===== config.mk =====
export PLATFORM = sky130hd
export DESIGN_NAME = loadStoreQueue
export DESIGN_NICKNAME = d
export VERILOG_FILES = /design/src/hw/memPkg.sv /design/src/hw/loadStoreQueue.sv
export VERILOG_INCLUDE_DIRS = /design/src /design/src/hw
export SDC_FILE = /design/constraint.sdc
export NUM_CORES = 1
export LEC_CHECK = 0
export BUFFER_PORTS_ARGS = -buffer_cell sky130_fd_sc_hd__buf_2
export CAP_MARGIN = 20
export CORE_UTILIZATION = 61
export CTS_CLUSTER_DIAMETER = 100
export DETAILED_ROUTE_END_ITERATION = 7
export PLACE_DENSITY = 0.95
export SLEW_MARGIN = 5
export SYNTH_ARGS = -nofsm -noshare
export SYNTH_HDL_FRONTEND = slang
export SYNTH_SLANG_ARGS = --single-unit
export TNS_END_PERCENT = 1

===== constraint.sdc =====
create_clock -name clk -period 4.6 [get_ports clk]
set_clock_uncertainty 0.2 [all_clocks]
set_input_delay 1.15 -clock clk [delete_from_list [all_inputs] [get_ports clk]]
set_output_delay 1.15 -clock clk [all_outputs]
set_load 0.1 [all_outputs]

===== src/hw/mem_macros.svh =====
`ifndef MEM_MACROS_SVH
`define MEM_MACROS_SVH

// ~~~~~~~~~~~~~~~~~~~~~~~~~~~~~~~~~~~~~~~~~~~~~~~~~~~~~~~~~~~~~~~~~~~~~~~~~~~~
// data memory path widths

`define ADDR_W      17      // byte address.
`define DATA_W      32
`define TAG_W       4       // request nickname handed out by the core.

// length code is the index of the last byte: 0 = 1 byte, 1 = 2 bytes, 3 = 4 bytes.
`define LEN_W       2

`define WAIT_W      3       // wait cycles ahead of every byte access.

// ~~~~~~~~~~~~~~~~~~~~~~~~~~~~~~~~~~~~~~~~~~~~~~~~~~~~~~~~~~~~~~~~~~~~~~~~~~~~
// sizes

`define QUEUE_DEPTH 4
`define RAM_BYTES   4096

`endif

===== src/hw/memPkg.sv =====
`include "mem_macros.svh"

package memPkg;

    // ~~~~~~~~~~~~~~~~~~~~~~~~~~~~~~~~~~~~~~~~~~~~~~~~~~~~~~~~~~~~~~~~~~~~~~~~
    // data word

    // The queue and the data port move whole words, while the controller
    // fills and drains the same word one byte at a time.
    typedef union packed {
        logic [`DATA_W-1:0]           word;
        logic [`DATA_W/8-1:0][7:0]    bytes;  // bytes[0] sits at the lowest address.
    } dataWord_u;

    // ~~~~~~~~~~~~~~~~~~~~~~~~~~~~~~~~~~~~~~~~~~~~~~~~~~~~~~~~~~~~~~~~~~~~~~~~
    // request and response

    typedef struct packed {
        logic                 isStore;
        logic [`ADDR_W-1:0]   addr;
        dataWord_u            data;   // store data, ignored by loads.
        logic [`LEN_W-1:0]    len;
        logic [`TAG_W-1:0]    tag;
    } memReq_t;

    // loads carry zero-extended bytes, stores carry zero.
    typedef struct packed {
        dataWord_u            data;
        logic [`TAG_W-1:0]    tag;
    } memResp_t;

endpackage


===== src/hw/loadStoreQueue.sv =====
`timescale 1ns/1ps
`include "mem_macros.svh"

module loadStoreQueue
    import memPkg::*;
(
    input  logic    clk,
    input  logic    rst,
    input  logic    rdy,

    // core side
    input  logic    reqEn,
    input  memReq_t reqIn,
    output logic    full,

    // data port side
    input  logic    portBusy,
    output logic    issueEn,
    output memReq_t issueReq
);

    localparam int PtrW   = $clog2(`QUEUE_DEPTH);
    localparam int CountW = $clog2(`QUEUE_DEPTH + 1);

    memReq_t           entries [`QUEUE_DEPTH];
    logic [PtrW-1:0]   wrPtr;
    logic [PtrW-1:0]   rdPtr;
    logic [CountW-1:0] count;
    logic              empty;
    logic              push;

    function automatic logic [PtrW-1:0] nextPtr(input logic [PtrW-1:0] ptr);
        if (ptr == PtrW'(`QUEUE_DEPTH - 1)) begin
            return '0;
        end
        return ptr + 1'b1;
    endfunction

    assign full  = (count == CountW'(`QUEUE_DEPTH));
    assign empty = (count == '0);
    assign push  = rdy && reqEn && !full;  // a request against a full queue is dropped.

    // ~~~~~~~~~~~~~~~~~~~~~~~~~~~~~~~~~~~~~~~~~~~~~~~~~~~~~~~~~~~~~~~~~~~~~~~~
    // issue

    // The oldest entry goes out in the first cycle the data port is idle.
    // The port raises portBusy on the following edge, so one entry leaves at a time.
    assign issueEn  = rdy && !portBusy && !empty;
    assign issueReq = entries[rdPtr];

    // ~~~~~~~~~~~~~~~~~~~~~~~~~~~~~~~~~~~~~~~~~~~~~~~~~~~~~~~~~~~~~~~~~~~~~~~~
    // storage and pointers

    always_ff @(posedge clk) begin
        if (push) begin
            entries[wrPtr] <= reqIn;
        end
    end

    always_ff @(posedge clk) begin
        if (rst) begin
            wrPtr <= '0;
            rdPtr <= '0;
            count <= '0;
        end else begin
            if (push) begin
                wrPtr <= nextPtr(wrPtr);
            end
            if (issueEn) begin
                rdPtr <= nextPtr(rdPtr);
            end

            // a push and a pop in the same cycle leave the count alone.
            case ({push, issueEn})
                2'b10:   count <= count + 1'b1;
                2'b01:   count <= count - 1'b1;
                default: count <= count;
            endcase
        end
    end

endmodule


Word-level counts from Yosys, hierarchy flattened
Memories as Yosys holds them, arrays and structs flattened. A register that Yosys moved wholly into a read port is not among the register bits.
Cells that the tools add are included.

cells by class
  $add $sub $neg = 4
  equality and inequality tests = 5
  muxes and demuxes = 15
  reductions and logical operators = 9

operators by type and width
  operator             number
  $mux 2               6
  $mux 1               8
  $eq 2x2->1 const B   3
  $pmux 3 s2           1
  $add 2x1->2 const B  2
  $logic_and 1x1->1    4
  $add 3x1->3 const B  1
  $eq 3x3->1 const B   1
  $logic_not 1->1      3
  $logic_not 3->1      1
  $sub 3x1->3 const B  1
  $eq 2x1->1 const B   1
  $reduce_bool 2->1    1

word-level totals
  flip-flop bits (word level) = 7
  RAM bits = 224
  input port bits = 61
  logic and storage cells = 37
  memories = 1

memory list
  name     words  width  read ports  clocked after Yosys merged registers in  write ports  RTL line              source
  entries  4      56     1           1                                        1            loadStoreQueue.sv:25  memReq_t entries [`QUEUE_DEPTH];

Logic depth before layout (Yosys ltp)
  depth in word-level cells = 8
  depth in mapped cells = 11
  depth with buffers taken out = 10

Least setup slack after synthesis
No wires, ideal clock.

  path type = input to register
  start = input port rdy
  end = register count[2]
  setup time = 0.070 ns
  arrival = 4.876 ns
  slack = -0.546 ns
  stages on the path = 8
  cell sequence = inv_1 nor3_1 ha_1 inv_1 fa_1 xor2_1 or3_1 a21oi_1

on the way
  cells in the longest elaborated chain, start to end = 4
  elaborated cells on any way between the ends = 8
  those cells by class = eq/ne (2); mux (1); reduce/logical (5)

RTL lines
  item                                             RTL line              source
  start, declared                                  loadStoreQueue.sv:9   input logic rdy,
  $logic_and 1x1->1 (*) (2 in a row)               loadStoreQueue.sv:48  assign issueEn = rdy && !portBusy && !empty;
  named net issueEn                                loadStoreQueue.sv:18  output logic issueEn,
  $eq 2x1->1 or $eq 2x2->1 (tied branches)         loadStoreQueue.sv:74  case ({push, issueEn})
  $pmux 3 s2 or $reduce_bool 2->1 (tied branches)  -
  end signal, assigned                             loadStoreQueue.sv:75  2'b10: count <= count + 1'b1;
  end signal, assigned                             loadStoreQueue.sv:76  2'b01: count <= count - 1'b1;
  end signal, assigned                             loadStoreQueue.sv:77  default: count <= count;
  end, declared                                    loadStoreQueue.sv:28  logic [CountW-1:0] count;

Mark *: on every way through the listed nets, which the timed path passes. The rest lies on a longest branch.
A chain may end at the register's enable or synchronous reset.

==> impl_metrics.yaml <==
timing:
  grt_setup_unrepaired: "false"
  holdWs_ps: 329.2
  finalHoldViolCount: 0
  setup_viol: 0
  drv_slew: 0
  worst_pin_slew_ps: 797.1
  fin_crit_sh_pct: 82.83
  post-route-min-period_ps: 3810
  slew_headroom_pct: 46.86
  setup_tns_ps: 0
  fmax_ghz: 0.2624
finish:
  syn_to_final_growth_pct: 18.09
  diodes: 0
  drive_gt1_share_pct: 45.18
  nNetsFinal: 552
synthesis:
  synth-xor-area-share_pct: 0.2029
  syn_area_per_cell_sq_um: 24.74
  yosysMostFrequentCell: "edfxtp_1"
  netlist_area_sq_um: 8633
  synth-compound-area-share_pct: 0.6522
  synth-warning-count: 0
  yosysTopAreaCell: "edfxtp_1"
  syn_inst: 349
  syn_nets: 417
  synth_top_area_share_pct: 77.91
  synth_area_leaders: "edfxtp_1, mux4_2, dfxtp_1"
  ys_seq_elements: 233
  seq_area_frac_synth_pct: 80.00
  synth_top_family_by_area: "multiplexers"
  async_flop_share_pct: 0
  synth_ff_type: "edfxtp_1"
  synth_cell_types: 30
  synthAdderAreaFrac_pct: 1.101
  synth_common_cells: "edfxtp_1, mux4_2, dfxtp_1, inv_1, ha_1"
  synth_mux_area_share_pct: 14.74
  yosys.area_share.simple_pct: 1.203
  synth_edf_count: 224
routing:
  wirelength_um: 14950
  dr.pass1.iters: 5
  wl_per_cell_um: 22.05
  num_vias: 3943
  drt-initial-drc-count: 319
  postRouteAntennaNets: 0
  drc_errors: 0
  routed_via_density: 5.816
cts:
  path_clk_slew_ps: 60
  cts-root-buf: "clkbuf_16"
  clkLatencyLatePin_ps: 480
  clockBufferDepth: 3
  postCtsHoldBufs: 0
  cts.sinks: 233
  cts_setup_buffers: 0
  cts-htree-levels: 1
  cts_tree: "built"
  cts_made_buffers: 23
  cts_resized: 0
worst_hold_path:
  hp-class: "register to register"
  worstHoldStart: "count[2]"
  whs_path_depth: 2
  hold_path_end: "count[2]"
critical_path:
  crit_type: "register to output pin"
  reg2reg_from: "count[2]"
  arrival_ps: 2460
  worst_setup_path_start_kind: "register"
  rrSetupSlack_ps: 1970
  cp-end-kind: "output pin"
  crit_required_ps: 3250
  r2r_cells: 10
  crit_fanout: 30
  rr_endpoint: "count[2]"
global_route:
  grt_pass1_wl_um: 22890
  grt_max_degree: 43
  grt_pass1_vias: 4164
  grt_overflow: 0
  track_usage_pct: 21.23
  antenna_found_initial: 2
die:
  core-area_sq_um: 13830
  dieWidth_um: 121.0
  die_y_um: 121.0
  initial_core_util_pct: 62.44
  ios: 119
  dieArea_sq_um: 14630
  std_cell_rows: 43
power_and_ir_drop:
  pwr_density_cell_nw_per_um2: 476.7
  irDropWorstVdd_mv: 0.4070
  p_leak_nw: 3.425
place:
  port-buffer-count: 118
  place_congestion: 0.7761
  dp.final_hpwl_um: 8810
flow_run:
  drv_cap: 0
run_status:
  outcome: "completed"
==> kinds of logic (layout without fill, tap and decap cells) <==
logic type,after synthesis,after routing
DFF,233,233
muxes,57,57
buffers and inverters,23,172
and+or+nand+nor,19,19
AOI/OAI and AO/OA,8,8
adders and majority gates,7,7
xor gates and xnor gates,2,2
==> placed cells by master, fill, tap and decap left out, types with 2 or more instances in the layout <==
cell type,n
a21oi_1,3
and3_2,4
buf_12,6
buf_2,118
bufinv_16,4
clkbuf_1,3
clkbuf_16,23
clkinv_1,3
clkinv_2,4
clkinvlp_4,2
dfxtp_1,7
edfxtp_1,224
ha_1,6
inv_1,8
mux4_2,56
nand3_1,2
nor2_1,3
nor3_1,3
xor2_1,2
==> where the power goes <==
part	total, mW	switching [mW]	internal, mW
clock network	1.85	0.712	1.14
registers	2.41	0.0299	2.38
logic	0.604	0.467	0.137
==> per-layer routing <==
metal,wire (um),track usage (%),vias up
met1,5937,29.38,2021
met2,7835,36.14,160
met3,1008,3.712,20
met5,13,0,-
li1,-,-,1740
met4,156,4.244,2
==> sequential cells by signal, summed over array words and instances, names as in the netlist, named ones only <==
name and cells:
count 3, rdPtr 2, entries 224, wrPtr 2
==> final cells by class <==
type	count	area, sq um
Clock inverter	13	166.4
Inverter	9	38.79
Clock buffer	26	586.8
Tap cell	180	225.2
Timing Repair Buffer	124	710.7
Fill cell	751	3632
Multi-Input combinational cell	93	1555
Sequential cell	233	6912
==> worst max-delay path, cell delays in order (launching register included) <==
cell,delay [ps]
dfxtp_4,750
buf_12,330
mux4_2,560
buf_2,310
==> through the flow <==
| step | instance area, sq um | setup WS [ps] | instances | util (%) | total power [mW] |
|---|---|---|---|---|---|
| CTS | 10190 | 696.8 | 678 | 73.73 | 4.899 |
| floorplan | 8638 | 466.7 | 349 | - | 2.952 |
| global route | 10190 | 645.8 | 678 | 73.73 | 4.998 |
| global placement | 9442 | 1206 | 639 | 68.28 | 3.042 |
| detailed placement | 9442 | 1124 | 639 | 68.28 | 3.060 |
| finish | 10190 | 789.7 | 678 | 73.73 | 4.859 |
==> worst max path at each step <==
stage	startpoint	endpoint	slack, ps	depth (start not counted)
floorplan	rdy	count[2]	470	8
global placement	rdy	issueEn	1210	4
global route	register	issueReq[47]	650	3
detailed placement	rdy	issueEn	1120	4
CTS	register	issueReq[54]	700	3
finish	register	issueReq[47]	790	3
No activity file was read; power rests on OpenSTA's default activity.
