===== config.mk =====
export PLATFORM = sky130hd
export DESIGN_NAME = memCtrl
export DESIGN_NICKNAME = d
export VERILOG_FILES = /design/src/hw/memPkg.sv /design/src/hw/memCtrl.sv
export VERILOG_INCLUDE_DIRS = /design/src /design/src/hw
export SDC_FILE = /design/constraint.sdc
export NUM_CORES = 1
export LEC_CHECK = 0
export CAP_MARGIN = 25
export CORE_ASPECT_RATIO = 0.7
export CORE_MARGIN = 5
export CORE_UTILIZATION = 60
export CTS_CLUSTER_SIZE = 40
export DETAILED_ROUTE_END_ITERATION = 6
export DONT_BUFFER_PORTS = 1
export GPL_ROUTABILITY_DRIVEN = 0
export PLACE_DENSITY = 0.76
export SYNTH_ARGS = -nofsm -noshare
export SYNTH_HDL_FRONTEND = slang
export SYNTH_SLANG_ARGS = --single-unit

===== constraint.sdc =====
create_clock -name clk -period 2.02 [get_ports clk]
set_input_delay 0.404 -clock clk [delete_from_list [all_inputs] [get_ports clk]]
set_output_delay 0.404 -clock clk [all_outputs]
set_load 0.02 [all_outputs]

===== src/hw/mem_macros.svh =====
`ifndef MEM_MACROS_SVH
`define MEM_MACROS_SVH

// ~~~~~~~~~~~~~~~~~~~~~~~~~~~~~~~~~~~~~~~~~~~~~~~~~~~~~~~~~~~~~~~~~~~~~~~~~~~~
// data memory path widths

`define ADDR_W      17      // byte address.
`define DATA_W      32
`define TAG_W       4       // request nickname handed out by the core.

// length code is the index of the last byte: 0 = 1 byte, 1 = 2 bytes, 3 = 4 bytes.
`define LEN_W       2

`define WAIT_W      3       // wait cycles ahead of every byte access.

// ~~~~~~~~~~~~~~~~~~~~~~~~~~~~~~~~~~~~~~~~~~~~~~~~~~~~~~~~~~~~~~~~~~~~~~~~~~~~
// sizes

`define QUEUE_DEPTH 4
`define RAM_BYTES   4096

`endif

===== src/hw/memPkg.sv =====
`include "mem_macros.svh"

package memPkg;

    // ~~~~~~~~~~~~~~~~~~~~~~~~~~~~~~~~~~~~~~~~~~~~~~~~~~~~~~~~~~~~~~~~~~~~~~~~
    // data word

    // The queue and the data port move whole words, while the controller
    // fills and drains the same word one byte at a time.
    typedef union packed {
        logic [`DATA_W-1:0]           word;
        logic [`DATA_W/8-1:0][7:0]    bytes;  // bytes[0] sits at the lowest address.
    } dataWord_u;

    // ~~~~~~~~~~~~~~~~~~~~~~~~~~~~~~~~~~~~~~~~~~~~~~~~~~~~~~~~~~~~~~~~~~~~~~~~
    // request and response

    typedef struct packed {
        logic                 isStore;
        logic [`ADDR_W-1:0]   addr;
        dataWord_u            data;   // store data, ignored by loads.
        logic [`LEN_W-1:0]    len;
        logic [`TAG_W-1:0]    tag;
    } memReq_t;

    // loads carry zero-extended bytes, stores carry zero.
    typedef struct packed {
        dataWord_u            data;
        logic [`TAG_W-1:0]    tag;
    } memResp_t;

endpackage


===== src/hw/memCtrl.sv =====
`timescale 1ns/1ps
`include "mem_macros.svh"

module memCtrl
    import memPkg::*;
(
    input  logic               clk,
    input  logic               rst,
    input  logic               rdy,
    input  logic [`WAIT_W-1:0] memWait,

    // data port side
    input  logic               mcEn,
    input  memReq_t            mcReq,
    output logic               mcDone,
    output dataWord_u          mcData,

    // RAM side
    output logic               ramEn,
    output logic               ramWe,
    output logic [`ADDR_W-1:0] ramAddr,
    output logic [7:0]         ramWdata,
    input  logic [7:0]         ramRdata
);

    localparam logic [1:0] StIdle    = 2'd0;
    localparam logic [1:0] StWait    = 2'd1;
    localparam logic [1:0] StAccess  = 2'd2;
    localparam logic [1:0] StCapture = 2'd3;

    localparam logic [`WAIT_W-1:0] LastWait = 1;

    logic [1:0]         state;
    logic [1:0]         byteState;
    logic [`WAIT_W-1:0] waitCnt;
    logic [`LEN_W-1:0]  byteIdx;
    logic [`LEN_W-1:0]  lastIdx;
    logic               isStore;
    logic [`ADDR_W-1:0] curAddr;
    dataWord_u          dataBuf;

    logic               start;
    logic               byteDone;
    logic               advance;
    logic               finish;

    // a byte either waits first or goes straight to its access cycle.
    assign byteState = (memWait == '0) ? StAccess : StWait;

    assign start    = (state == StIdle) && mcEn;
    assign byteDone = (state == StCapture) || (state == StAccess && isStore);
    assign advance  = byteDone && (byteIdx != lastIdx);
    assign finish   = byteDone && (byteIdx == lastIdx);

    assign ramEn    = rdy && (state == StAccess);
    assign ramWe    = isStore;
    assign ramAddr  = curAddr;
    assign ramWdata = dataBuf.bytes[byteIdx];
    assign mcData   = dataBuf;

    // ~~~~~~~~~~~~~~~~~~~~~~~~~~~~~~~~~~~~~~~~~~~~~~~~~~~~~~~~~~~~~~~~~~~~~~~~
    // FSM

    always_ff @(posedge clk) begin
        if (rst) begin
            state   <= StIdle;
            mcDone  <= 1'b0;
            waitCnt <= '0;
            byteIdx <= '0;
        end else if (rdy) begin
            mcDone <= finish;
            if (start) begin
                byteIdx <= '0;
                waitCnt <= memWait;
                state   <= byteState;
            end else if (state == StWait) begin
                waitCnt <= waitCnt - 1'b1;
                if (waitCnt == LastWait) begin
                    state <= StAccess;
                end
            end else if (state == StAccess && !isStore) begin
                state <= StCapture;  // read data shows up on the next cycle.
            end else if (advance) begin
                byteIdx <= byteIdx + 1'b1;
                waitCnt <= memWait;
                state   <= byteState;
            end else if (finish) begin
                state <= StIdle;
            end
        end
    end

    // ~~~~~~~~~~~~~~~~~~~~~~~~~~~~~~~~~~~~~~~~~~~~~~~~~~~~~~~~~~~~~~~~~~~~~~~~
    // address and data word

    always_ff @(posedge clk) begin
        if (rdy) begin
            if (start) begin
                isStore <= mcReq.isStore;
                curAddr <= mcReq.addr;
                lastIdx <= mcReq.len;
                // loads start from zero so the unused upper bytes stay clear.
                dataBuf <= mcReq.isStore ? mcReq.data : '0;
            end else begin
                if (advance) begin
                    curAddr <= curAddr + 1'b1;
                end
                if (state == StCapture) begin
                    dataBuf.bytes[byteIdx] <= ramRdata;
                end else if (finish) begin
                    dataBuf.word <= '0;  // a store reports zero.
                end
            end
        end
    end

endmodule


## Word level (Yosys, flattened, before mapping)

Cells that the tools add are included.

- $add $sub $neg: 3
- $lt $le $gt $ge: 2
- Equal/unequal tests: 10
- Muxes and demuxes: 26
- Reductions and logical operators: 21

Operators with widths:

| operator | count |
|---|---|
| $mux W32 | 4 |
| $mux W17 | 2 |
| $bwmux W32 | 1 |
| $mux W2 | 11 |
| $add A17 B1 Y17 const B | 1 |
| $bmux W8 S2 | 1 |
| $demux W8 S2 | 1 |
| $mux W8 | 2 |
| $mux W3 | 4 |
| $logic_and A1 B1 Y1 | 7 |
| $reduce_and A2 Y1 | 3 |
| $reduce_and A3 Y1 | 2 |
| $reduce_bool A3 Y1 | 2 |
| $reduce_bool A5 Y1 | 1 |
| $eq A2 B2 Y1 const B | 2 |
| $ne A2 B2 Y1 const B | 2 |
| $reduce_and A4 Y1 | 1 |
| $eq A3 B1 Y1 const B | 1 |
| $logic_not A3 Y1 | 1 |
| $lt A2 B3 Y1 const B | 1 |
| $ne A3 B2 Y1 const B | 1 |
| $ne A3 B3 Y1 const B | 1 |
| $sub A3 B1 Y3 const B | 1 |
| $add A2 B1 Y2 const B | 1 |
| 8 further kinds | 8 |

- Register bits after elaboration: 60
- Input port bits: 71
- Output and inout bits: 60
- Word-level logic and storage cells: 70

## Depth between registers and ports, before layout

- Depth in word-level cells: 9
- Gate-level depth with buffers: 6
- Depth with buffers taken out: 6

## Worst setup path after synthesis

OpenSTA, ideal clock, no wires.

- Kind: register -> register
- From: register curAddr[0], in the netlist ramAddr[0]
- To: register curAddr[12], in the netlist ramAddr[12] (data pin)
- Library setup time: 0.262 ns
- Arrival: 1.550 ns
- Data required time: 1.758 ns
- Slack: 0.208 ns
- Stages on the path, launching flop included: 6
- Buffers on the path: 0
- Cell sequence: edfxtp_1 -> ha_1 -> inv_1 -> nor4_1 -> xor2_1 -> mux2_1

- Longest elaborated chain between the ends: 3

RTL lines:

| item | line | RTL |
|---|---|---|
| start, declared | memCtrl.sv:39 | `` logic [`ADDR_W-1:0] curAddr; `` |
| start signal, assigned | memCtrl.sv:100 | `curAddr <= mcReq.addr;` |
| start signal, assigned | memCtrl.sv:106 | `curAddr <= curAddr + 1'b1;` |
| $add A17 B1 Y17 | memCtrl.sv:106 |  |
| $mux W17 | memCtrl.sv:105 | `if (advance) begin` |
| $mux W17 | memCtrl.sv:98 | `if (start) begin` |

Every way passes these cells. The select of a mux whose other input is x is not followed.
A chain may end at the register's enable or synchronous reset.

## Final worst setup path

- From: register byteIdx[0]
- To: output port ramWdata[1]

- Longest elaborated chain between the ends: 2

RTL lines:

| item | line | RTL |
|---|---|---|
| start, declared | memCtrl.sv:36 | `` logic [`LEN_W-1:0] byteIdx; `` |
| start signal, assigned | memCtrl.sv:84 | `byteIdx <= byteIdx + 1'b1;` |
| $bmux W8 S2 | memCtrl.sv:58 | `assign ramWdata = dataBuf.bytes[byteIdx];` |
| $mux W8 (implied by the code) | memCtrl.sv:58 |  |
| end, declared | memCtrl.sv:22 | `output logic [7:0] ramWdata,` |

Every way passes these cells. The select of a mux whose other input is x is not followed.

==> metrics.log <==
[metrics] result of the run: finished with violations
[metrics] violated checks: negative setup slack
[metrics] final critical-path share of the clock period: 1.001
[metrics] Detailed Route Iter0 Violations: 155
[metrics] Sw Pwr: 805.8 uW
[metrics] number of distinct standard cells referenced by the synthesized netlist: between 50 and 60
[metrics] maximum root-to-sink buffer count: 2
[metrics] first-pass GRT wire length: between 10 and 15 mm
[metrics] count of hold-fix buffers inserted at cts: 0
[metrics] Synth warnings: 0
[metrics] most frequent cell after synthesis: sky130_fd_sc_hd__edfxtp_1
[metrics] Worst slew margin: 0.7086
[metrics] sort of element at the start of the critical path: register
[metrics] cell area after synthesis: 0.003351 sq mm
[metrics] r2r setup slk: 190 ps
[metrics] share of synthesized area occupied by flip-flops and latches: 0.5138
[metrics] Crit Path Category: register to output pin
[metrics] worst min-delay path endpoint: mcDone
[metrics] number of cell instances on the worst register-to-register path: 4
[metrics] height of the die: between 70 and 80 um
[metrics] via count: 2358
[metrics] post-route core utilization: 0.7144
[metrics] worst-path maximum fanout: 7
[metrics] final period demand of the worst path: between 2000 and 2500 ps
[metrics] count of antenna diodes in the layout: 0
[metrics] maximum frequency from static timing analysis: slightly below 0.5 GHz
[metrics] First-pass DRT Iterations: 4
[metrics] post-synthesis sequential element count: 60
[metrics] Num CTS Buffers: 9
[metrics] count of max-cap constraint violations: 0
[metrics] number of remaining DRC errors: 0
[metrics] Placement Setup Slack: 207.8 ps
[metrics] Post-CTS Setup Inserts: 0
[metrics] x dimension of the die: just under 100 um
[metrics] starting density of the core: 0.6275
[metrics] ranking of synthesized cells by area: sky130_fd_sc_hd__edfxtp_1 (47%), sky130_fd_sc_hd__a22o_1 (8.4%), sky130_fd_sc_hd__dfxtp_1 (4.8%)
[metrics] area growth from synthesis to layout: 13.85%
[metrics] fraction of registers with async set/reset: 0
[metrics] count of antenna-violating nets left after detailed routing: 0
[metrics] total count of max-transition violations in the final report: 0
[metrics] Reg2Reg Capture Point: ramAddr[13]
[metrics] Clock Sink Count: 60
[metrics] Synthesized Nets: 353
[metrics] total gr overflow: 0
[metrics] leading cell types by count after synthesis: sky130_fd_sc_hd__edfxtp_1 (52), sky130_fd_sc_hd__a22o_1 (32), sky130_fd_sc_hd__nand2_1 (24)
[metrics] initial antenna violation count: 0
[metrics] standard cell core area: 0.005340 sq mm
[metrics] count of placed standard cells in the final layout, fillers left out: around 380
[metrics] HPWL Detailed: ~6 mm
[metrics] via/cell ratio: between 6 and 7
[metrics] cell taking the most area after synthesis: sky130_fd_sc_hd__edfxtp_1
[metrics] static power due to leakage: 0.001330 uW
[metrics] root buffer cell: sky130_fd_sc_hd__clkbuf_8
[metrics] Hold Path Depth: 1
[metrics] total number of placement rows: 22
[metrics] layout cells sized above 1: 0.2244
[metrics] combinational share of power: 0.150
[metrics] Final #Nets: 377
[metrics] path class of the lowest-slack min-delay path: input pin to register
[metrics] number of failing setup endpoints in the final timing report: 2
[metrics] total instance count after detailed placement: 360
[metrics] synthesized area per cell: 12.18 sq um
[metrics] largest clock skew in the final design: 8.165 ps
[metrics] multi-input gate area in the final layout: 0.001485 sq mm
[metrics] largest net degree at the start of global routing: 37
[metrics] CTS tree: yes
[metrics] EDFF count, synth: 52
[metrics] peak supply drop: 0.5149 mV
[metrics] Worst-path clk slew: approximately 60 ps
[metrics] unrepaired setup endpoints after global routing: true
[metrics] switching portion of total power: 0.2675
[metrics] io pins: 131
[metrics] Cells after Synth: roughly 280
[metrics] worst skew pair latency: about 340 ps
[metrics] layout filler cell count: 392
[metrics] register share of total power: 0.519
[metrics] vias in the first global route: 2398
[metrics] hold violation total from the final report: 0
[metrics] Worst Path Arrival: 1620 ps
[metrics] die footprint: 0.007203 sq mm
[metrics] global-route total usage across every layer: 0.2296
[metrics] internal power consumption: ~2200 uW
[metrics] routed wire length per instance: between 20 and 25 um
[metrics] Most used DFF post-synth: sky130_fd_sc_hd__edfxtp_1
[metrics] # H-tree levels: 3
[metrics] FF+latch area: ~0.0017 sq mm
[metrics] number of port buffers: 0
[metrics] category of the worst setup path capture point: output pin
[metrics] required time of the critical path: 1620 ps
[metrics] reg-to-reg startpoint: state[1]
[metrics] setup ws final: -2.517 ps
[metrics] fraction of power consumed by the clock network: 0.331
[metrics] post-synth top area share: 0.4660
[metrics] PwrDens: 789.8 mW/mm^2
[metrics] measured slew at the worst slew-check pin: between 400 and 500 ps
[metrics] routed wire length: 8.014 mm
[metrics] hold path startpoint: rst
metrics by stage:
step	hold slack, ps	setup TNS [ps]	area [sq um]	power (uW)
floorplan	449.6	0	3351	1892
global placement	454.7	0	3641	2020
detailed placement	478.2	0	3641	2041
CTS	114.0	-50.46	3815	3039
global route	114.6	-200.5	3815	3151
finish	137.0	-4.177	3815	3013
per-layer routing:
layer,track usage,routed length [um]
met1,0.2978,3330
met2,0.3586,3657
met3,0.08838,936
met4,0.07424,90
met5,0,0
area by class of cell:
class / count / share of cell area
Clock inverter: 5 / 0.01410
Tap cell: 72 / 0.02361
Clock buffer: 10 / 0.03345
Multi-Input combinational cell: 186 / 0.3893
Inverter: 11 / 0.01082
Sequential cell: 60 / 0.4513
Timing Repair Buffer: 31 / 0.07740
sequential cells by signal, indices dropped and copies added (netlist names):
name     cells
mcData      32
ramAddr     17
waitCnt      3
byteIdx      2
lastIdx      2
state        2
mcDone       1
ramWe        1
timing repair:
action,4_1_cts,5_1_grt
gates resized for setup,2,0
cloned,0,0
endpoints found under the setup margin,5,3
endpoints found under the hold margin,0,0
cells in the final DEF (no fill, tap or decap), types with 2 or more instances in the layout:
| master | n |
|---|---|
| sky130_fd_sc_hd__o21a_1 | 4 |
| sky130_fd_sc_hd__nor3_2 | 2 |
| sky130_fd_sc_hd__mux2_4 | 2 |
| sky130_fd_sc_hd__a21oi_1 | 5 |
| sky130_fd_sc_hd__clkbuf_8 | 9 |
| sky130_fd_sc_hd__nor3_1 | 4 |
| sky130_fd_sc_hd__nand3b_1 | 2 |
| sky130_fd_sc_hd__buf_4 | 26 |
| sky130_fd_sc_hd__or3_1 | 2 |
| sky130_fd_sc_hd__mux4_2 | 5 |
| sky130_fd_sc_hd__clkinv_2 | 3 |
| sky130_fd_sc_hd__nor4_2 | 5 |
| sky130_fd_sc_hd__nor3b_1 | 4 |
| sky130_fd_sc_hd__ha_1 | 7 |
| sky130_fd_sc_hd__edfxtp_1 | 52 |
| sky130_fd_sc_hd__nand2b_1 | 2 |
| sky130_fd_sc_hd__buf_12 | 5 |
| sky130_fd_sc_hd__inv_1 | 10 |
| sky130_fd_sc_hd__and3_1 | 4 |
| sky130_fd_sc_hd__a22o_1 | 32 |
| sky130_fd_sc_hd__o21ai_0 | 8 |
| sky130_fd_sc_hd__mux2_1 | 2 |
| sky130_fd_sc_hd__nor2_1 | 11 |
| sky130_fd_sc_hd__nand2_1 | 24 |
| sky130_fd_sc_hd__nand3_1 | 8 |
| sky130_fd_sc_hd__and2_1 | 2 |
| sky130_fd_sc_hd__dfxtp_1 | 8 |
| sky130_fd_sc_hd__nand4_1 | 4 |
| sky130_fd_sc_hd__xor2_1 | 4 |
| sky130_fd_sc_hd__mux4_1 | 3 |
| sky130_fd_sc_hd__o21ai_1 | 7 |
| sky130_fd_sc_hd__mux2_2 | 2 |
| sky130_fd_sc_hd__xnor2_1 | 10 |
cell families after synthesis:
group	Yosys count	share of synthesized area
and+or+nand+nor	80	0.1363
AOI/OAI and AO/OA	69	0.1550
DFF	60	0.5138
buffers and inverters	29	0.04257
xor gates and xnor gates	15	0.04145
muxes	15	0.08476
adders and majority gates	7	0.02614
critical path: stages, from the launching register on:
cell                      delay, ps
sky130_fd_sc_hd__dfxtp_1        400
sky130_fd_sc_hd__buf_4          190
sky130_fd_sc_hd__mux4_1         690
worst max path at each step:
stage	start	endpoint	slack, ps	cells after the start
floorplan	ramAddr[0]	ramAddr[12]	210	5
global placement	state[1]	ramAddr[1]	240	4
detailed placement	state[1]	ramAddr[12]	210	4
CTS	byteIdx[0]	ramWdata[0]	-20	2
global route	byteIdx[0]	ramWdata[0]	-70	2
finish	byteIdx[0]	ramWdata[1]	-3	2
power by group through the flow:
stage / clock [uW] / sequential, uW / combinational (uW)
after floorplan: 0 / 1600 / 289
after global placement: 0 / 1580 / 436
after detailed placement: 0 / 1590 / 450
after CTS: 1020 / 1560 / 453
after global routing: 1090 / 1570 / 491
final: 998 / 1560 / 451
No activity file was read; power rests on OpenSTA's default activity.
