`src/hw/mem_macros.svh`:
```
`ifndef MEM_MACROS_SVH
`define MEM_MACROS_SVH

// ~~~~~~~~~~~~~~~~~~~~~~~~~~~~~~~~~~~~~~~~~~~~~~~~~~~~~~~~~~~~~~~~~~~~~~~~~~~~
// data memory path widths

`define ADDR_W      17      // byte address.
`define DATA_W      32
`define TAG_W       4       // request nickname handed out by the core.

// length code is the index of the last byte: 0 = 1 byte, 1 = 2 bytes, 3 = 4 bytes.
`define LEN_W       2

`define WAIT_W      3       // wait cycles ahead of every byte access.

// ~~~~~~~~~~~~~~~~~~~~~~~~~~~~~~~~~~~~~~~~~~~~~~~~~~~~~~~~~~~~~~~~~~~~~~~~~~~~
// sizes

`define QUEUE_DEPTH 4
`define RAM_BYTES   4096

`endif
```
`src/hw/memPkg.sv`:
```
`include "mem_macros.svh"

package memPkg;

    // ~~~~~~~~~~~~~~~~~~~~~~~~~~~~~~~~~~~~~~~~~~~~~~~~~~~~~~~~~~~~~~~~~~~~~~~~
    // data word

    // The queue and the data port move whole words, while the controller
    // fills and drains the same word one byte at a time.
    typedef union packed {
        logic [`DATA_W-1:0]           word;
        logic [`DATA_W/8-1:0][7:0]    bytes;  // bytes[0] sits at the lowest address.
    } dataWord_u;

    // ~~~~~~~~~~~~~~~~~~~~~~~~~~~~~~~~~~~~~~~~~~~~~~~~~~~~~~~~~~~~~~~~~~~~~~~~
    // request and response

    typedef struct packed {
        logic                 isStore;
        logic [`ADDR_W-1:0]   addr;
        dataWord_u            data;   // store data, ignored by loads.
        logic [`LEN_W-1:0]    len;
        logic [`TAG_W-1:0]    tag;
    } memReq_t;

    // loads carry zero-extended bytes, stores carry zero.
    typedef struct packed {
        dataWord_u            data;
        logic [`TAG_W-1:0]    tag;
    } memResp_t;

endpackage

```
`src/hw/dataPort.sv`:
```
`timescale 1ns/1ps
`include "mem_macros.svh"

module dataPort
    import memPkg::*;
(
    input  logic      clk,
    input  logic      rst,
    input  logic      rdy,

    // queue side
    input  logic      issueEn,
    input  memReq_t   issueReq,
    output logic      portBusy,

    // controller side
    output logic      mcEn,
    output memReq_t   mcReq,
    input  logic      mcDone,
    input  dataWord_u mcData,

    // response to the core
    output logic      respDone,
    output memResp_t  resp
);

    logic [`TAG_W-1:0] heldTag;  // nickname of the request now in the controller.

    // ~~~~~~~~~~~~~~~~~~~~~~~~~~~~~~~~~~~~~~~~~~~~~~~~~~~~~~~~~~~~~~~~~~~~~~~~
    // occupancy and pulses

    always_ff @(posedge clk) begin
        if (rst) begin
            portBusy <= 1'b0;
            mcEn     <= 1'b0;
            respDone <= 1'b0;
        end else if (rdy) begin
            mcEn     <= issueEn;    // the controller starts one cycle after issue.
            respDone <= mcDone;

            // issueEn needs an idle port, so it never meets mcDone.
            if (mcDone) begin
                portBusy <= 1'b0;
            end
            if (issueEn) begin
                portBusy <= 1'b1;
            end
        end
    end

    // ~~~~~~~~~~~~~~~~~~~~~~~~~~~~~~~~~~~~~~~~~~~~~~~~~~~~~~~~~~~~~~~~~~~~~~~~
    // request and response registers

    always_ff @(posedge clk) begin
        if (rdy) begin
            if (issueEn) begin
                mcReq   <= issueReq;
                heldTag <= issueReq.tag;
            end
            if (mcDone) begin
                resp.data <= mcData;
                resp.tag  <= heldTag;
            end
        end
    end

endmodule

```
`config.mk`:
```
export PLATFORM = sky130hd
export DESIGN_NAME = dataPort
export DESIGN_NICKNAME = d
export VERILOG_FILES = /design/src/hw/memPkg.sv /design/src/hw/dataPort.sv
export VERILOG_INCLUDE_DIRS = /design/src /design/src/hw
export SDC_FILE = /design/constraint.sdc
export NUM_CORES = 1
export LEC_CHECK = 0
export BUFFER_PORTS_ARGS = -buffer_cell sky130_fd_sc_hd__buf_2
export CAP_MARGIN = 25
export CORE_MARGIN = 2
export CORE_UTILIZATION = 44
export DETAILED_ROUTE_END_ITERATION = 8
export PLACE_DENSITY_LB_ADDON = 0.12
export SYNTH_ARGS = -nofsm -noshare
export SYNTH_HDL_FRONTEND = slang
export SYNTH_SLANG_ARGS = --single-unit
```
`constraint.sdc`:
```
create_clock -name clk -period 3.43 [get_ports clk]
set_input_delay 0.686 -clock clk [delete_from_list [all_inputs] [get_ports clk]]
set_output_delay 0.686 -clock clk [all_outputs]
set_load 0.02 [all_outputs]
```
# --- Yosys cells after proc, flatten, opt, wreduce, memory -nomap -nowiden ---
# Index checks and enable logic that the tools add are counted.
op_classes:
  mux: 2
  n_reduce_logical: 4
op_table:
  columns: ["operator", "n"]
  rows:
  - ["2-bit AND reduction", 3]
  - ["1-bit 2-to-1 mux", 2]
  - ["2-bit nonzero test", 1]
totals:
  ff_bits: 95
  elab_cells: 16
  input_bits: 93

# --- Depth between registers and ports, before layout ---
# Gate-level depths: netlist of the first run.
logic_depth:
  depth_word: 2
  ltp_mapped: 2
  depth_no_buf: 2

# --- Worst setup path after synthesis of the first run ---
# OpenSTA, ideal clock, no wires.
synth_timing:
  path_type: "input-to-reg"
  from: "input port rdy"
  to: "register heldTag[0], enable pin"
  path_buffers: 0
  required_time_ps: 3020
  stages: 2
  t_arrival_ps: 1871
  slack_ps: 1148
  path_cell_list: "nand2_1 inv_1"
synth_via:
  elab_chain_cells: 1
synth_lines:
  columns: ["item", "line_no", "rtl"]
  rows:
  - ["from (decl)", "dataPort.sv:9", "input logic rdy,"]
  - ["2-bit AND reduction (no source line)", null, null]
  - ["to (signal assigned)", "dataPort.sv:58", "heldTag <= issueReq.tag;"]
  - ["to (decl)", "dataPort.sv:27", "logic [`TAG_W-1:0] heldTag;"]
# No other way between the ends.
# A chain may end at the register's enable or synchronous reset.

# --- Worst setup path in the final report of the first run ---
layout_timing:
  from: "input port rdy"
  to: "register mcReq[51] (netlist name), enable pin"
layout_via:
  elab_chain_cells: 1
layout_lines:
  columns: ["item", "line_no", "rtl"]
  rows:
  - ["2-bit AND reduction (no source line)", null, null]
  - ["to (signal assigned)", "dataPort.sv:57", "mcReq <= issueReq;"]
  - ["to (decl)", "dataPort.sv:18", "output memReq_t mcReq,"]
# No other way between the ends.

==> results summary, run 1 <==
The number of hold violations in the final report came out at 0. The routed design uses 765 microns of met3 wire. The number of antenna violations at the first check in global routing came to 1.

Leaving out fill and tap cells, the most frequent cell in the layout is buf_2. The number of buffers inserted for hold repair after clock tree synthesis is 0. The sum of overflow across all layers after global routing is 0. The area enclosed by the die boundary is 7210 sq um. Synthesis inferred 95 register bits. The net switching share of the total power came out at 22.2%. The clock tree from TritonCTS is yes. The internal power is 0.00178 W. The number of vias after detailed routing is 1704. The cell area power density is 556 nW/um^2.

The CTS clock-pin slew for the worst setup and hold paths is 80 ps. The number of antenna diodes came out at 0. The count of final setup violators came out at 0.

The maximum achievable frequency came out at 590 MHz. The placement row count is 29. STA classifies the critical path startpoint as an input pin. The synthesized instance count came out at 104.

In this run the tightest slew margin relative to its limit is 66.0%. The highest metal layer carrying signal wires in the routed design is met4. The layout filler cell count is 470. The number of distinct library cell variants in the gate-level netlist after synthesis came out at 10. The met1 routed wirelength after detailed routing came out at 1940 microns.

At the worst endpoint, the required time is 3410 ps. The share of the core filled with cells in the final layout is 64.6%. Sequential cells burn 60.1% of the power. The CTS buffer count is 9. The overall routing resource usage is 15.2%. Relative to the synthesized area, the layout overhead comes to 42.4%. The run finished with clean final reports.

The maximum ir drop on the vdd rail is 0.000340 V. The routed length on met2 is 2700 microns. The number of H-tree branching levels came out at 3. The DRC violations left is 0. The first detailed-routing pass ran for 4 iterations. The pin count of the biggest net entering global routing came out at 45. Summed over all cells, the static leakage comes to 1.75 nW.

Setup repair after global routing left no endpoint under its margin. The path class of the tightest hold or removal check is flop to flop. The logic gate share of total power is 10.6%. In this run the power spent charging and discharging nets is 0.000507 W.

In the layout the commonest cells are buf_2, edfxtp_1, clkbuf_8, clkbuf_1, dfxtp_1. The mean post-synth cell area is 27.7 sq um. In this run the worst path has a maximum fanout of 44. The post-detailed-route wirelength per cell came out at 14.4 microns. Data arrives at the worst endpoint at 1670 ps. The worst setup path is of the input pin to flop kind. Gates resized during post-CTS repair numbered 0. The global-route wire length before repair is 7880 microns.

The clock skew after layout came out at 4.06 ps. The clock sink count came out at 95. The setup TNS came out at 0 ps. The total standard cell area after synthesis is 2880 sq um. The slew at the pin closest to its max-slew limit came out at 510 ps. The clock tree buffer depth is 2.

The starting utilization of the core area is 45.4%. The worst setup path is captured at a flop. The region available for standard cell placement spans 6350 sq um. The number of global-route vias before repair came out at 1654. The share of cells above drive strength 1 came out at 65.9%.

The floorplan step set the die width to 84.9 microns. In this run the worst setup path begins at rdy. The final count of pins violating max slew is 0. The detailed-route wire length is 5530 microns. The fraction of the yosys area taken by sequential cells came out at 97.9%. From bottom edge to top edge, the die measures 84.9 microns. The buffers inserted during post-CTS setup optimization is 0.

The starting DRC count in detailed routing came out at 61. The number of nets in the layout came out at 396. The last weighted congestion value of the routability-driven placer is 0.773. The tool flagged a number of max-cap violations equal to 0.

The number of I/O pins came out at 188. Detailed placement ended at an HPWL of 4270 microns. The number of synthesis warnings came out at 0. The root buffer cell chosen for the clock tree is clkbuf_8. The final antenna-violating net count came out at 0. The proportion of power drawn by the clock network is 29.3%. The number of nets in the synthesized netlist came out at 197.

The startpoint identified for the worst hold timing path is heldTag[1]. The launch instance of the worst register-to-register path is heldTag[0]. The clock insertion delay at the later pin of the skew report came out at 340 ps. Dividing the detail-routed via count by the number of cells gives 4.43. The worst path needs 1690 ps of the cycle, external delays included.

The share of the clock period used by the worst path after layout came out at 49.4%. The count of input and output buffers came out at 187.
cell usage after synthesis:
| library cell | number | share of area (%) |
|---|---|---|
| mux2i_1 | 1 | 0.35 |
| nand2_1 | 1 | 0.13 |
| dfxtp_1 | 3 | 2.1 |
| inv_1 | 1 | 0.13 |
| nand2b_1 | 2 | 0.43 |
| a21oi_1 | 1 | 0.17 |
| edfxtp_1 | 92 | 96 |
| o22ai_2 | 1 | 0.43 |
| nor2_1 | 1 | 0.13 |
| and2_4 | 1 | 0.30 |
cell type report:
cell class | instances | area [sq um] | share of cell area, %
Clock buffer | 12 | 135 | 3.29
Clock inverter | 4 | 46.3 | 1.13
Tap cell | 77 | 96.3 | 2.35
Sequential cell | 95 | 2820 | 68.8
Inverter | 1 | 3.75 | 0.0915
Timing Repair Buffer | 188 | 943 | 23.0
Multi-Input combinational cell | 8 | 56.3 | 1.37
flip-flops by register name (all words and copies together) (netlist names):
name / count
mcReq: 52
resp: 36
heldTag: 4
mcEn: 1
portBusy: 1
respDone: 1
routing by layer:
metal  global-route usage (%)  vias up
li1                         -      812
met1                     15.9      761
met2                     24.1      120
met3                     8.56       11
met4                     8.80        0
met5                        0        -
per-stage QoR:
stage	setup slack, ps	instance area, sq um	std cells	hold WS [ps]	power, W
after global placement	1380	3920	369	428	0.00164
after detailed placement	1360	3920	369	430	0.00165
after CTS	1730	4100	385	449	0.00231
after global routing	1650	4100	385	466	0.00238
final	1740	4100	385	446	0.00228
after floorplan	1150	2880	104	541	0.00152
cell families after synthesis:
logic type	share of synthesized area (%)
multiplexers	0.347
flip-flops	97.9
buffers and inverters	0.130
AO/OA/AOI/OAI	0.607
AND/OR/NAND/NOR	0.998
power groups by stage:
stage / clock network [W] / registers, W / logic, W
floorplan: 0 / 0.00150 / 0.0000194
global placement: 0 / 0.00140 / 0.000245
detailed placement: 0 / 0.00140 / 0.000247
CTS: 0.000693 / 0.00137 / 0.000247
global route: 0.000747 / 0.00138 / 0.000258
finish: 0.000668 / 0.00137 / 0.000243
path summary, 6_finish.rpt:
kind	endpoint	slack, ps	depth (start not counted)
max reg2reg	resp[0]	2790	0
min	resp[1]	450	0
max	mcReq[51]	1740	4
min reg2reg	resp[1]	450	0
worst max-delay path, cell delays in order:
cell     delay [ps]
buf_2           110
nand2_1         120
inv_2           240
buf_4           500
Note: power is estimated with default switching activity, not from simulation.
==> run 2: changes to the inputs <==
Settings changed: CORE_UTILIZATION 44 to 41.
Clock period 3.43 ns to 1.8 ns, I/O delays scaled along.
==> results summary, run 2 (synthesized netlist as in run 1, its figures left out) <==
After layout, the minimum clock period comes to 1260 ps. The share of cells above drive strength 1 came out at 66.9% (+0.97 points). The detailed-router iteration count before antenna repair was 4 (unchanged). The number of antenna violations at the first check in global routing came to 0 (-1).

The slew at the pin closest to its max-slew limit was 467 ps (-42.6 ps). The required time of the critical path came to 1440 ps (-1970 ps). The number of I/O pins is 188 (unchanged). The clock skew after layout is 0.449 ps (-3.61 ps). The max-capacitance violation count was 0 (unchanged). The worst setup path is launched from a flop.

The area of the multi-input gates is 56.3 sq um (unchanged). The vertical die dimension came out at 87.9 microns (+3.4%). From synthesis to final layout, the design area changed by 45.7%. The number of H-tree branching levels came out at 3 (unchanged).

The last weighted congestion value of the routability-driven placer came out at 0.682 (-12%). The logic depth of the worst setup path including buffers is 1 (-3). The depth of the worst register-to-register path is 0 (unchanged).

The DRC violations left is 0 (unchanged). The share of the clock period used by the worst path after layout came out at 70.1%. The critical path in this run is classified as flop to output port.

The largest stage delay on the critical path came out at 390 ps (-110 ps). The storage element area was 2820 sq um (unchanged). Walking the worst path, the cells encountered are buf_2. The total of cells resized after clock tree synthesis came to 0 (unchanged).

The detailed-route wire length is 5460 microns (-1.4%). The number of global-route vias before repair came out at 1630 (-1.5%). The post-place setup slack came out at 460 ps (-901 ps). The share of the core filled with cells in the final layout came out at 61.8% (-2.8 points). In the layout the commonest cells are buf_2, edfxtp_1, clkbuf_8, bufinv_16, dfxtp_1. The cell sitting at the root of the clock tree is a clkbuf_8. The clock insertion delay at the later pin of the skew report came out at 330 ps (about the same). The sum of overflow across all layers after global routing is 0 (unchanged). The number of buffers inserted for hold repair after clock tree synthesis came out at 0 (unchanged). The number of vias after detailed routing came to 1703 (-0.059%). The CTS clock-pin slew for the worst setup and hold paths is 90 ps (about the same). Among all stages on the critical path, the largest delay is contributed by edfxtp_1. The critical path arrival is 900 ps (-770 ps). The area after detailed placement is 3960 sq um (+1.0%).

The critical path buffer and inverter count is 1 (-2). The post-detailed-route via-to-cell ratio is 4.22 (-4.8%). The hold path depth is 1 (+1).

The setup TNS is 0 ps (unchanged). The pin count of the biggest net entering global routing is 57 (+27%). The overall power is 0.00467 W (+100%).

The number of antenna diodes is 0 (unchanged). The met2 routing resource usage after global routing was 21.8% (-2.2 points). The number of nets in the layout came out at 396 (unchanged). The post-detailed-route wirelength per cell came to 13.5 microns (-6.0%).

The starting utilization of the core area came out at 42.4% (-3.0 points). Setup repair after global routing left no endpoint under its margin. The die width was 87.9 microns (+3.4%). The least setup slack across all paths after layout came out at 538 ps (-1200 ps). The area enclosed by the die boundary is 7720 sq um (+7.0%). The normalized max-slew margin is 68.9% (+2.8 points).

The leakage dissipation came out at 1.78 nW (+1.7%). In this run the most used layer during global routing was met2. The maximum ir drop on the vdd rail was 0.000549 V (+62%). The clock tree from TritonCTS is yes.

The cell area power density is 1110 nW/um^2 (+100%). The buffers inserted during post-CTS setup optimization came out at 0 (unchanged). The CTS buffer count was 9 (unchanged). The peak fanout along the critical path is 2 (-95%). The run finished with clean final reports. The clock sink count is 95 (unchanged). The layout filler cell count was 512 (+8.9%). The placement row count was 30 (+3.4%). The count of final setup violators was 0 (unchanged). The number of hold violations in the final report came out at 0 (unchanged).

The kind of end point of the critical path is an output port. The count of input and output buffers is 187 (unchanged). The kind of cell with the highest combined delay on the critical path is flip-flops. The class of the worst hold path is input pin to flop. Counting flops per register, the top entry is mcReq.

The post-route cell area is 4200 sq um (+2.3%). In the final layout, the registers with the most flip-flops are mcReq: 52 flops, resp: 36 flops, heldTag: 4 flops. The standard cell core area is 6790 sq um (+7.0%). The library cell used most frequently in the layout, excluding fill and tap cells, is buf_2.

The final count of pins violating max slew is 0 (unchanged). The met3 demand-to-capacity share in global routing came out at 8.48% (-0.078 points). The final antenna-violating net count is 0 (unchanged). The met1 track utilization from global routing came out at 15.2% (-0.69 points). The overall routing resource usage came out at 13.9% (-1.3 points). The clock tree buffer depth came to 2 (unchanged). The starting DRC count in detailed routing is 56 (-8.2%). The number of flip-flops under the largest register name came out at 52 (unchanged). The global-route wire length before repair came out at 7670 microns (-2.6%).

Based on the critical path, the design can be clocked at up to 792 MHz.
## run 2: cell count changes in the layout (fill, tap and decap cells not counted), sizes merged
| cell | change |
|---|---|
| clkinv | +1 |
| inv | -1 |
| bufinv | +2 |
| clkbuf | -2 |
## run 2: layout make-up
type                       instances  share of cell area [%]
clock buffer                      10                    3.04
clock inverter                     6                    2.59
inverter                           1                   0.179
multi-input combinational          8                    1.34
sequential                        95                    67.2
tap                               96                    2.86
timing repair buffer             188                    22.8
## run 2: per-stage QoR
stage	hold slack [ps]	instances
finish	186	404
global route	150	404
CTS	171	404
detailed placement	431	388
global placement	425	388
floorplan	429	104
## run 2: final timing paths
kind                    from  endpoint  slack, ps
setup / recovery  heldTag[2]  mcReq[2]        540
hold / removal     mcData[4]   resp[8]        190
setup reg to reg  heldTag[2]   resp[2]       1160
hold reg to reg   heldTag[1]   resp[1]        450
## run 2: metal layers
metal / wire, microns / up-vias / part of all wire, %
met4: 70 / 0 / 1.3
met1: 2090 / 774 / 38
met2: 2570 / 115 / 47
li1: - / 808 / -
met5: 0 / - / 0
met3: 719 / 6 / 13
## run 2: power by group
group	internal (W)	switching, W	total [W]
logic	0.000169	0.000298	0.000467
registers	0.00258	0.0000296	0.00261
clock network	0.000921	0.000670	0.00159
total	0.00367	0.000997	0.00467
==> run 3: changes to the inputs <==
Clock period 1.8 ns to 1.3 ns, I/O delays scaled along.
==> results summary, run 3 (synthesized netlist as in run 1, its figures left out) <==
The vertical die dimension came out at 87.9 microns (unchanged). The number of H-tree branching levels is 3 (unchanged). The met1 track utilization from global routing came to 15.3% (+0.020 points). The clock skew after layout is 4.84 ps (+4.39 ps). STA classifies the critical path startpoint as a flop.

The post-detailed-route via-to-cell ratio is 4.23 (+0.43%). The overall power came to 0.00615 W (+32%). The standard cell core area is 6790 sq um (unchanged). The met3 demand-to-capacity share in global routing is 7.63% (-0.85 points). The detailed-route wire length came out at 5580 microns (+2.3%). The number of I/O pins is 188 (unchanged).

The starting utilization of the core area was 42.4% (unchanged). Walking the worst path, the cells encountered are buf_2. The internal reg-to-reg setup slack came out at 660 ps (-500 ps). The run finished with clean final reports. The die width is 87.9 microns (unchanged).

The critical path buffer and inverter count came out at 1 (unchanged). The number of nets in the layout came to 399 (+0.76%). The largest stage delay on the critical path came out at 390 ps (about the same). The CTS clock-pin slew for the worst setup and hold paths is 90 ps (about the same).

The master of the slowest instance on the critical path is edfxtp_1. The normalized max-slew margin is 89.7% (+21 points). The tightest min-delay check is of the input pin to flop type. In the final layout, the registers with the most flip-flops are mcReq: 52 flops, resp: 36 flops, heldTag: 4 flops. The number of vias after detailed routing is 1723 (+1.2%).

The slew at the pin closest to its max-slew limit came out at 155 ps (-312 ps). The leakage dissipation is 1.78 nW (about the same). TritonCTS built the clock tree.

The post-place setup slack came out at 176 ps (-284 ps). The share of cells above drive strength 1 came to 67.5% (+0.64 points). The critical path starts at resp[10]. The clock sink count came out at 95 (unchanged).

The setup TNS is 0 ps (unchanged). The HPWL after detailed placement is 4340 microns. The area after detailed placement came out at 4040 sq um (+1.9%). The maximum achievable frequency came out at 856 MHz.

The number of global-route vias before repair is 1607 (-1.4%). In this run the worst setup path terminates at resp[10]. The number of antenna violations at the first check in global routing was 0 (unchanged). The pin count of the biggest net entering global routing came to 29 (-49%).

The required time of the critical path is 1040 ps (-400 ps). The number of antenna diodes is 0 (unchanged). The number of hold violations in the final report came out at 0 (unchanged).

The area enclosed by the die boundary is 7720 sq um (unchanged). Setup repair after global routing left no endpoint under its margin. The critical path in this run is classified as flop to output port. STA classifies the critical path endpoint as an output port. The critical path arrival is 910 ps (about the same).

The maximum ir drop on the vdd rail came to 0.000863 V (+57%). The post-detailed-route wirelength per cell is 13.7 microns (+1.5%). The total of cells resized after clock tree synthesis came out at 0 (unchanged).

The layer with the highest usage after global routing is met2. The share of the clock period used by the worst path after layout came out at 89.8%. The count of input and output buffers is 187 (unchanged).

The last weighted congestion value of the routability-driven placer is 0.715 (+4.8%). The launch instance of the worst register-to-register path is heldTag[2]. The starting DRC count in detailed routing came to 53 (-5.4%).

The least setup slack across all paths after layout came to 132 ps (-406 ps). The met2 routing resource usage after global routing was 22.7% (+0.83 points). The placement row count came to 30 (unchanged).

The logic depth of the worst setup path including buffers was 1 (unchanged). The sum of overflow across all layers after global routing came out at 0 (unchanged). The global-route wire length before repair came out at 7800 microns (+1.6%).

The post-route cell area came to 4230 sq um (+0.83%). The number of flip-flops under the largest register name is 52 (unchanged). The final count of pins violating max slew came out at 0 (unchanged). The final critical path time including I/O delays and setup is 1170 ps. The cell area power density came out at 1450 nW/um^2 (+31%). In the layout the commonest cells are buf_2, edfxtp_1, clkbuf_8, buf_12. The reg-to-reg endpoint is resp[2].

The number of buffers inserted for hold repair after clock tree synthesis was 0 (unchanged). The detailed-router iteration count before antenna repair is 4 (unchanged). The commonest non-fill, non-tap cell in the layout is buf_2.

The clock tree buffer depth is 2 (unchanged). The share of the core filled with cells in the final layout came out at 62.3% (+0.52 points). Compared with the post-synthesis result, the final layout area differs by 46.9%. The CTS buffer count was 9 (unchanged).

The kind of cell with the highest combined delay on the critical path is flip-flops. The max-capacitance violation count is 0 (unchanged). The buffers inserted during post-CTS setup optimization is 0 (unchanged). The cell sitting at the root of the clock tree is a clkbuf_8.

The clock insertion delay at the later pin of the skew report is 340 ps (about the same). More flip-flops sit in one register than any other, and that register is mcReq. The overall routing resource usage came out at 14.3% (+0.37 points). The depth of the worst register-to-register path came out at 0 (unchanged). The DRC violations left came out at 0 (unchanged). The peak fanout along the critical path came out at 1 (-1). The final antenna-violating net count is 0 (unchanged). The count of final setup violators came out at 0 (unchanged).
run 3: final cells by class:
type	instances	area, sq um
Clock inverter	7	71.3
Inverter	1	7.51
Clock buffer	9	124
Multi-Input combinational cell	8	72.6
Fill cell	509	2560
Timing Repair Buffer	191	1020
Tap cell	96	120
Sequential cell	95	2820
run 3: stage by stage:
stage | hold slack, ps | instances
floorplan | 329 | 104
global placement | 429 | 391
detailed placement | 437 | 391
CTS | 61.9 | 407
global route | 54.7 | 407
finish | 84.3 | 407
run 3: where the power goes:
part           leakage (nW)  switching (W)  internal, W
clock network        0.0933       0.000964     0.000889
logic                 0.799       0.000420     0.000254
registers             0.888      0.0000451      0.00357
total                  1.78        0.00143      0.00472
run 3: how the worst min path moves through the flow:
stage,start,end,slack (ps),depth (start not counted)
6_report,issueReq[26],mcReq[26],80,1
5_1_grt,issueReq[31],mcReq[31],50,1
4_1_cts,mcData[27],resp[31],60,1
3_5_place_dp,heldTag[0],resp[0],440,0
3_3_place_gp,heldTag[3],resp[3],430,0
2_1_floorplan,rst,mcEn,330,1
run 3: layer usage:
| layer | share of wire [%] | routed length (microns) | vias to the layer above |
|---|---|---|---|
| li1 | - | - | 818 |
| met1 | 34 | 1920 | 776 |
| met2 | 50 | 2810 | 122 |
| met3 | 14 | 781 | 7 |
| met4 | 1.3 | 74 | 0 |
| met5 | 0 | 0 | - |
